**src/hw/conv_pkg.sv**
```systemverilog
package conv_pkg;

  // pixel and weight width
  localparam int DWIDTH = 8;
  // 2*DWIDTH product plus 4 guard bits for up to 16 taps
  localparam int AWIDTH = 2 * DWIDTH + 4;
  localparam int LSEL_W = 4;
  localparam int COL_W = 8;

  typedef logic signed [DWIDTH-1:0]   pixel_t;
  typedef logic signed [DWIDTH-1:0]   weight_t;
  typedef logic signed [2*DWIDTH-1:0] prod_t;
  typedef logic signed [AWIDTH-1:0]   acc_t;

  // one-based line select, 0 means none
  typedef logic [LSEL_W-1:0] lsel_t;
  // column, row and address counters
  typedef logic [COL_W-1:0]  col_t;

  typedef enum logic [1:0] {IDLE, FILL, SWEEP, DRAIN} ctrl_state_t;

  // controller to window buffer, one request per cycle
  typedef struct packed {
    logic   we;
    lsel_t  wsel;
    lsel_t  rsel;
    col_t   addr;
    pixel_t wdata;
  } win_req_t;

endpackage

```
**src/hw/line_mem.sv**
```systemverilog
`timescale 1ns/10ps

module line_mem #(
  parameter int DW = 8,
  parameter int AW = 3
) (
  input  logic          clk,
  input  logic          xrst,
  input  logic          mem_we,
  input  logic [AW-1:0] mem_addr,
  input  logic [DW-1:0] mem_wdata,
  output logic [DW-1:0] mem_rdata
);

  logic [DW-1:0] mem [0:2**AW-1];

  always_ff @(posedge clk) begin
    if (mem_we) begin
      mem[mem_addr] <= mem_wdata;
    end
  end

  // read data lags the address by one cycle
  always_ff @(posedge clk) begin
    if (!xrst) begin
      mem_rdata <= '0;
    end else begin
      mem_rdata <= mem[mem_addr];
    end
  end

endmodule

```
**src/hw/window_buffer.sv**
```systemverilog
`timescale 1ns/10ps

module window_buffer #(
  parameter int FIL = 3,
  parameter int IMG = 8
) (
  input  logic               clk,
  input  logic               xrst,
  input  conv_pkg::win_req_t req,
  output conv_pkg::pixel_t   window [FIL*FIL-1:0]
);

  localparam int BUFLINE = FIL + 1;
  localparam int AW = $clog2(IMG);
  localparam conv_pkg::lsel_t NLINE = conv_pkg::lsel_t'(BUFLINE);

  logic [BUFLINE-1:0] line_we;
  conv_pkg::pixel_t   rdata [BUFLINE-1:0];
  // newest column entering each window row
  conv_pkg::pixel_t   col_in [FIL-1:0];

  ////////////////////////////////////////////////////////////
  // line memories
  ////////////////////////////////////////////////////////////

  for (genvar i = 0; i < BUFLINE; i++) begin : g_line
    assign line_we[i] = req.we && (req.wsel == conv_pkg::lsel_t'(i + 1));

    line_mem #(
      .DW (conv_pkg::DWIDTH),
      .AW (AW)
    ) u_line (
      .clk       (clk),
      .xrst      (xrst),
      .mem_we    (line_we[i]),
      .mem_addr  (req.addr[AW-1:0]),
      .mem_wdata (req.wdata),
      .mem_rdata (rdata[i])
    );
  end

  ////////////////////////////////////////////////////////////
  // row rotation
  ////////////////////////////////////////////////////////////

  // window row i reads line (i + rsel - 1) mod BUFLINE, rsel 0 feeds zeros
  always_comb begin
    for (int i = 0; i < FIL; i++) begin
      col_in[i] = '0;
      for (int k = 0; k < BUFLINE; k++) begin
        if (req.rsel == conv_pkg::lsel_t'(k + 1)) begin
          col_in[i] = rdata[(i + k) % BUFLINE];
        end
      end
    end
  end

  ////////////////////////////////////////////////////////////
  // window shift registers
  ////////////////////////////////////////////////////////////

  // column FIL-1 takes the new pixel, older ones move toward column 0
  always_ff @(posedge clk) begin
    if (!xrst) begin
      for (int n = 0; n < FIL * FIL; n++) begin
        window[n] <= '0;
      end
    end else begin
      for (int i = 0; i < FIL; i++) begin
        for (int j = 0; j < FIL - 1; j++) begin
          window[FIL*i+j] <= window[FIL*i+j+1];
        end
        window[FIL*i+FIL-1] <= col_in[i];
      end
    end
  end

  assert property (@(posedge clk) disable iff (!xrst) req.wsel <= NLINE)
    else $error("write line select %0d beyond %0d lines", req.wsel, BUFLINE);

endmodule

```
**src/hw/weight_store.sv**
```systemverilog
`timescale 1ns/10ps

module weight_store #(
  parameter int FIL = 3
) (
  input  logic                       clk,
  input  logic                       xrst,
  input  logic                       w_we,
  input  logic [$clog2(FIL*FIL)-1:0] w_addr,
  input  conv_pkg::weight_t          w_data,
  output conv_pkg::weight_t          kernel [FIL*FIL-1:0]
);

  localparam int NTAP = FIL * FIL;

  // index FIL*i+j pairs with window row i, column j
  always_ff @(posedge clk) begin
    if (!xrst) begin
      for (int n = 0; n < NTAP; n++) begin
        kernel[n] <= '0;
      end
    end else if (w_we) begin
      kernel[w_addr] <= w_data;
    end
  end

  assert property (@(posedge clk) disable iff (!xrst) w_we |-> (w_addr < NTAP))
    else $error("weight address %0d out of range", w_addr);

endmodule

```
**src/hw/window_mac.sv**
```systemverilog
`timescale 1ns/10ps

module window_mac #(
  parameter int FIL = 3
) (
  input  logic              clk,
  input  logic              xrst,
  input  logic              win_valid,
  input  conv_pkg::pixel_t  window [FIL*FIL-1:0],
  input  conv_pkg::weight_t kernel [FIL*FIL-1:0],
  output logic              res_valid,
  output conv_pkg::acc_t    res_data
);

  localparam int NTAP = FIL * FIL;

  conv_pkg::prod_t prod [NTAP-1:0];
  logic            prod_valid;
  conv_pkg::acc_t  sum;

  ////////////////////////////////////////////////////////////
  // stage one, products
  ////////////////////////////////////////////////////////////

  always_ff @(posedge clk) begin
    if (win_valid) begin
      for (int i = 0; i < NTAP; i++) begin
        prod[i] <= conv_pkg::prod_t'(window[i]) * kernel[i];
      end
    end
  end

  ////////////////////////////////////////////////////////////
  // stage two, sum
  ////////////////////////////////////////////////////////////

  // products are sign extended into the accumulator width
  always_comb begin
    sum = '0;
    for (int i = 0; i < NTAP; i++) begin
      sum = sum + conv_pkg::acc_t'(prod[i]);
    end
  end

  always_ff @(posedge clk) begin
    if (prod_valid) begin
      res_data <= sum;
    end
  end

  // valid follows the data two cycles behind win_valid
  always_ff @(posedge clk) begin
    if (!xrst) begin
      prod_valid <= 1'b0;
      res_valid  <= 1'b0;
    end else begin
      prod_valid <= win_valid;
      res_valid  <= prod_valid;
    end
  end

endmodule

```
**src/hw/conv_ctrl.sv**
```systemverilog
`timescale 1ns/10ps

module conv_ctrl #(
  parameter int FIL = 3,
  parameter int IMG = 8
) (
  input  logic               clk,
  input  logic               xrst,
  input  logic               start,
  input  logic               pix_valid,
  input  conv_pkg::pixel_t   pix_data,
  output conv_pkg::win_req_t req,
  output logic               win_valid,
  output logic               busy
);

  localparam int BUFLINE = FIL + 1;
  // read, window register, product, sum
  localparam int DRAIN_LEN = 4;
  localparam conv_pkg::col_t LAST_COL = conv_pkg::col_t'(IMG - 1);
  localparam conv_pkg::col_t FIRST_FULL = conv_pkg::col_t'(FIL - 1);
  localparam conv_pkg::lsel_t NLINE = conv_pkg::lsel_t'(BUFLINE);
  localparam conv_pkg::lsel_t TOP_OFS = conv_pkg::lsel_t'(BUFLINE - FIL + 1);

  conv_pkg::ctrl_state_t state;
  conv_pkg::col_t        col;
  conv_pkg::col_t        scol;
  conv_pkg::col_t        row;
  conv_pkg::lsel_t       wline;
  conv_pkg::lsel_t       next_wline;
  conv_pkg::lsel_t       top_sum;
  conv_pkg::lsel_t       top;
  logic [1:0]            dcnt;
  logic [1:0]            tag;
  logic                  accept;

  // start wins over a pixel in the same cycle
  assign accept = pix_valid && (state == conv_pkg::FILL ||
                                (state == conv_pkg::IDLE && !start));

  assign next_wline = (wline == NLINE - 1'b1) ? '0 : wline + 1'b1;

  // top line of the window is (row - FIL + 1) mod BUFLINE
  assign top_sum = wline + TOP_OFS;
  assign top     = (top_sum >= NLINE) ? top_sum - NLINE : top_sum;

  always_comb begin
    req       = '0;
    req.wdata = pix_data;
    req.we    = accept;
    req.wsel  = accept ? wline + 1'b1 : '0;
    req.addr  = (state == conv_pkg::SWEEP) ? scol : col;
    // rotation held through DRAIN for the last read in flight
    if (state == conv_pkg::SWEEP || state == conv_pkg::DRAIN) begin
      req.rsel = top + 1'b1;
    end
  end

  ////////////////////////////////////////////////////////////
  // sweep FSM
  ////////////////////////////////////////////////////////////

  always_ff @(posedge clk) begin
    if (!xrst) begin
      state <= conv_pkg::IDLE;
      col   <= '0;
      scol  <= '0;
      row   <= '0;
      wline <= '0;
      dcnt  <= '0;
      busy  <= 1'b0;
    end else begin
      case (state)
        conv_pkg::IDLE, conv_pkg::FILL: begin
          if (state == conv_pkg::IDLE) begin
            busy <= 1'b0;
          end
          if (state == conv_pkg::IDLE && start) begin
            row   <= '0;
            wline <= '0;
            col   <= '0;
          end else if (accept) begin
            if (col == LAST_COL) begin
              col  <= '0;
              busy <= 1'b1;
              if (row >= FIRST_FULL) begin
                state <= conv_pkg::SWEEP;
                scol  <= '0;
              end else begin
                // too few lines for a window yet
                state <= conv_pkg::IDLE;
                row   <= row + 1'b1;
                wline <= next_wline;
              end
            end else begin
              col   <= col + 1'b1;
              state <= conv_pkg::FILL;
            end
          end
        end
        conv_pkg::SWEEP: begin
          if (scol == LAST_COL) begin
            state <= conv_pkg::DRAIN;
            dcnt  <= '0;
          end else begin
            scol <= scol + 1'b1;
          end
        end
        conv_pkg::DRAIN: begin
          if (dcnt == 2'(DRAIN_LEN - 1)) begin
            state <= conv_pkg::IDLE;
            busy  <= 1'b0;
            if (row == LAST_COL) begin
              row   <= '0;
              wline <= '0;
            end else begin
              row   <= row + 1'b1;
              wline <= next_wline;
            end
          end else begin
            dcnt <= dcnt + 1'b1;
          end
        end
        default: state <= conv_pkg::IDLE;
      endcase
    end
  end

  // tag line marks the address of each full window, two cycles ahead
  always_ff @(posedge clk) begin
    if (!xrst) begin
      tag <= '0;
    end else begin
      tag <= {tag[0], (state == conv_pkg::SWEEP && scol >= FIRST_FULL)};
    end
  end

  assign win_valid = tag[1];

  assert property (@(posedge clk) disable iff (!xrst) !(pix_valid && busy))
    else $error("pixel strobe while busy");

  assert property (@(posedge clk) disable iff (!xrst)
    win_valid |-> (state == conv_pkg::SWEEP || state == conv_pkg::DRAIN))
    else $error("window valid outside a sweep");

endmodule

```
**src/hw/conv_top.sv**
```systemverilog
`timescale 1ns/10ps

module conv_top #(
  parameter int FIL = 3,
  parameter int IMG = 8
) (
  input  logic                       clk,
  input  logic                       xrst,
  input  logic                       w_we,
  input  logic [$clog2(FIL*FIL)-1:0] w_addr,
  input  conv_pkg::weight_t          w_data,
  input  logic                       pix_valid,
  input  conv_pkg::pixel_t           pix_data,
  input  logic                       start,
  output logic                       busy,
  output logic                       res_valid,
  output conv_pkg::acc_t             res_data
);

  conv_pkg::win_req_t req;
  conv_pkg::pixel_t   window [FIL*FIL-1:0];
  conv_pkg::weight_t  kernel [FIL*FIL-1:0];
  logic               win_valid;

  conv_ctrl #(
    .FIL (FIL),
    .IMG (IMG)
  ) u_ctrl (
    .clk       (clk),
    .xrst      (xrst),
    .start     (start),
    .pix_valid (pix_valid),
    .pix_data  (pix_data),
    .req       (req),
    .win_valid (win_valid),
    .busy      (busy)
  );

  // windowing path and weight store side by side
  window_buffer #(
    .FIL (FIL),
    .IMG (IMG)
  ) u_wbuf (
    .clk    (clk),
    .xrst   (xrst),
    .req    (req),
    .window (window)
  );

  weight_store #(
    .FIL (FIL)
  ) u_wstore (
    .clk    (clk),
    .xrst   (xrst),
    .w_we   (w_we),
    .w_addr (w_addr),
    .w_data (w_data),
    .kernel (kernel)
  );

  window_mac #(
    .FIL (FIL)
  ) u_mac (
    .clk       (clk),
    .xrst      (xrst),
    .win_valid (win_valid),
    .window    (window),
    .kernel    (kernel),
    .res_valid (res_valid),
    .res_data  (res_data)
  );

endmodule

```
**config.mk**
```make
export PLATFORM = sky130hd
export DESIGN_NAME = conv_top
export DESIGN_NICKNAME = d
export VERILOG_FILES = /design/src/hw/conv_pkg.sv /design/src/hw/line_mem.sv /design/src/hw/window_buffer.sv /design/src/hw/weight_store.sv /design/src/hw/window_mac.sv /design/src/hw/conv_ctrl.sv /design/src/hw/conv_top.sv
export SDC_FILE = /design/constraint.sdc
export NUM_CORES = 2
export LEC_CHECK = 0
export BUFFER_PORTS_ARGS = -buffer_cell sky130_fd_sc_hd__buf_4
export CORE_ASPECT_RATIO = 1.4
export CORE_MARGIN = 2
export CORE_UTILIZATION = 30
export DETAILED_ROUTE_END_ITERATION = 10
export HOLD_SLACK_MARGIN = 0.02
export PLACE_DENSITY = 0.43
export SLEW_MARGIN = 25
export SYNTH_ARGS = -nofsm -noshare
export SYNTH_HDL_FRONTEND = slang
export SYNTH_SLANG_ARGS = --single-unit
export TNS_END_PERCENT = 20
```
**constraint.sdc**
```tcl
create_clock -name clk -period 6.4 [get_ports clk]
set_input_delay 1.28 -clock clk [delete_from_list [all_inputs] [get_ports clk]]
set_output_delay 1.28 -clock clk [all_outputs]
set_load 0.01 [all_outputs]
```
==> results.cfg <==
[drt]
viasPerCell = 4.573
wl_met1_um = 53910
route.met2.wl_um = 71450
routed-wl-met3_um = 3529
top_layer_used = met5
wirelength_um = 132600
first_pass_iters = 5
vias = 30805
drc = 0
ant_nets = 0
drt-wirelength-per-cell_um = 19.69
drtIter0Drc = 1279

[cells_and_area]
fin_area_um2 = 54160
drive_above_1_share = 0.06730
fin_nets = 5494
nFillCells = 16459
register_area_um2 = 16880
fin_util = 0.3380
multi_input_area_um2 = 28320
instances_no_fill = 6736
syn2layout_area_growth_pct = 12.18

[floorplan]
core_area_um2 = 160200
io-pin-count = 47
start_util = 0.3013
die_height_um = 478.7
dieArea_um2 = 164200
die_w_um = 343.0
num_rows = 174

[synthesis]
synth-xor-area-share = 0.03229
synth_top_area_frac = 0.2612
synth_area_leaders = edfxtp_1 26%, fa_1 25%, dfxtp_1 8.8%
yosysSeqAreaShare = 0.3496
synth_compound_area_frac = 0.06647
syn_nets = 5400
avgSynthCellArea_um2 = 10.81
yosys.area_share.simple = 0.1340
ys_ff_latch = 633
synthArstFlopShare = 0
synth_top_family_by_area = adder cells
synthAdderAreaFrac = 0.3286
yosysWarnings = 0
synthFlopType = edfxtp_1
yosys-top-cells-count = 768 x inv_1, 600 x fa_1, 420 x edfxtp_1
synth_cells = 4467
yosys.area.top_type = edfxtp_1
ys_types = 78
synth_enable_flop_cells = 420
syn_area_um2 = 48280
synth_mux_area_frac = 0.02042
synth.most_common_cell = inv_1

[sta]
tightest_slew_ps = 1037
fin_skew_ps = 27.63
max-slew-margin-rel = 0.3060
finalSetupViolCount = 0
finalSetupTns_ps = 0
min_period_over_period = 0.9572
holdWs_ps = 486.9
post-route-min-period_ps = 6126
hold_viol = 0
finalMaxSlewViolations = 0
rsz0062_at_grt = true
fin_ws_ps = 274.0
fmax_mhz = 163.2

[clocking]
cts.sinks = 633
cts_tree = done
htree_levels = 3
cts_root_buf = clkbuf_16
cts_buffer_depth = 3
clkSlewWorstSetupHoldPaths_ps = 60
cts_buffers = 73
insertion_delay_ps = 680

[flow_run]
maxCapViolations = 0

[outcome]
status = finished, final reports clean

[setup_path]
crit_chain = inv_1, fa_1, inv_1, ha_2, inv_2, fa_2, nor2b_2, o21ai_2, a21oi_2, o22a_1, a21oi_1, or3b_2, a41oi_2, fa_1, buf_4, fa_1, fa_1, inv_1, fa_1, ha_1, or2_2, a211oi_2, a2111oi_2
startpoint_type = flop
critPathMostFrequentCell = fa_1
crit_required_ps = 6820
cp_slowest_stage_delay_ps = 490
crit_fanout = 4
crit_family = adder cells
worstPathBufferInverterCount = 5
arrival_ps = 6540
path_class = flop to flop
slowest_stage = or3b_2
critPathCaptureType = flop

[global_route]
grt_max_degree = 66
antenna_found_initial = 12
grt_pass1_wl_um = 204100
overflow = 0
grt.total_usage = 0.1642
grt_pass1_vias = 33292

[min_path]
hp-class = flop to flop

[placed_design]
dpl-instance-area_um2 = 51440
preCtsSetupSlack_ps = -215.5
place_congestion = 0.8048
placed_cells = 6594
hpwl_um = 102300
io_buffer_count = 46

[pwr]
power_mw = 9.202
power_density_nw_per_um2 = 169.9
ir_worst_vdd_uv = 218.3
leakage_nw = 21.88
-- layer usage --
metal	GRT usage	vias to the layer above
li1	-	14671
met1	0.1909	15599
met2	0.3104	377
met3	0.01919	148
met4	0.05073	10
met5	0	-
-- worst paths after layout --
| check | slack (ps) | to | startpoint | cells past startpoint |
|---|---|---|---|---|
| worst max-delay path | 270 | u_mac.res_data[19]$_DFFE_PP_ | u_mac.prod[0][1]$_DFFE_PP_ | 23 |
| worst min-delay path | 490 | u_ctrl.col[7]$_SDFFE_PN0P_ | u_ctrl.col[7]$_SDFFE_PN0P_ | 2 |
| worst max register to register | 270 | u_mac.res_data[19]$_DFFE_PP_ | u_mac.prod[0][1]$_DFFE_PP_ | 23 |
| worst min register to register | 490 | u_ctrl.col[7]$_SDFFE_PN0P_ | u_ctrl.col[7]$_SDFFE_PN0P_ | 2 |
-- worst reg2reg max path: stages (launching register included) --
cell and delay, ps:
edfxtp_1 330, inv_1 60, fa_1 460, inv_1 70, ha_2 180, inv_2 40
fa_2 340, nor2b_2 140, o21ai_2 90, a21oi_2 170, o22a_1 220, a21oi_1 120
or3b_2 490, a41oi_2 180, fa_1 460, buf_4 150, fa_1 450, fa_1 490
inv_1 50, fa_1 430, ha_1 340, or2_2 300, a211oi_2 250, a2111oi_2 60
-- kinds of logic (layout without fill, tap and decap cells) --
| family | count (synthesis) | count (layout) |
|---|---|---|
| flip-flops | 633 | 633 |
| adder cells (fa/ha/maj) | 908 | 908 |
| other | 0 | 3 |
| AND/OR/NAND/NOR | 1272 | 1272 |
| XOR/XNOR | 178 | 178 |
| AO/OA/AOI/OAI | 505 | 505 |
| multiplexers | 98 | 98 |
| buffers and inverters | 873 | 1027 |
-- sequential cells by signal, indices dropped and copies added, names as in the netlist --
| name | count |
|---|---|
| u_ctrl.scol | 8 |
| u_mac.prod | 144 |
| u_wbuf.g_line.u_line.mem_rdata | 32 |
| u_ctrl.dcnt | 2 |
| u_ctrl.wline | 4 |
| u_ctrl.row | 8 |
| u_ctrl.tag | 2 |
| u_wbuf.g_line.u_line.mem | 256 |
| u_ctrl.busy | 1 |
| u_wstore.kernel | 72 |
| u_ctrl.state | 2 |
| u_ctrl.col | 8 |
| u_mac.res_valid | 1 |
| u_mac.prod_valid | 1 |
| u_mac.res_data | 20 |
| u_wbuf.window | 72 |
-- final cells by class --
class                      instances  share of cell area
multi-input combinational       2961              0.5228
sequential                       633              0.3117
inverter                         769             0.05334
tap                             2112             0.04879
clock buffer                      97             0.03726
timing repair buffer             123             0.01705
clock inverter                    38            0.008917
antenna                            3           0.0001386
-- where the power goes --
group / switching, mW / internal (mW)
Sequential: 0.0493 / 4.37
Combinational: 0.256 / 0.108
Clock: 1.84 / 2.57
-- placed cells by master (no fill, tap or decap), types with 8 or more instances in the layout --
cell,count
a21oi_1,137
nor2_1,288
and3_1,25
nor3_1,37
inv_1,762
dfxtp_1,212
or3_1,12
a22oi_1,88
bufinv_16,8
nand3_1,27
buf_4,123
nor2b_1,30
o21a_1,20
a31oi_1,20
nand3b_1,8
ha_1,302
clkbuf_8,8
and2_1,386
clkbuf_1,15
nand2_1,311
xnor2_1,146
nand4_1,9
a41oi_1,18
mux2i_1,94
nor4_1,10
fa_1,598
clkbuf_16,74
a211oi_1,14
edfxtp_1,420
xor2_1,30
nand2b_1,76
o21ai_0,110
or2_2,8
a21boi_0,12
-- what timing repair did --
action | 4_1_cts | 5_1_grt
pin swaps | 10 | 22
setup endpoints to repair | 4 | 7
resized for setup | 17 | 21
hold buffers | 0 | 0
buffers inserted | 1 | 4
(Power assumes the default switching activity.)
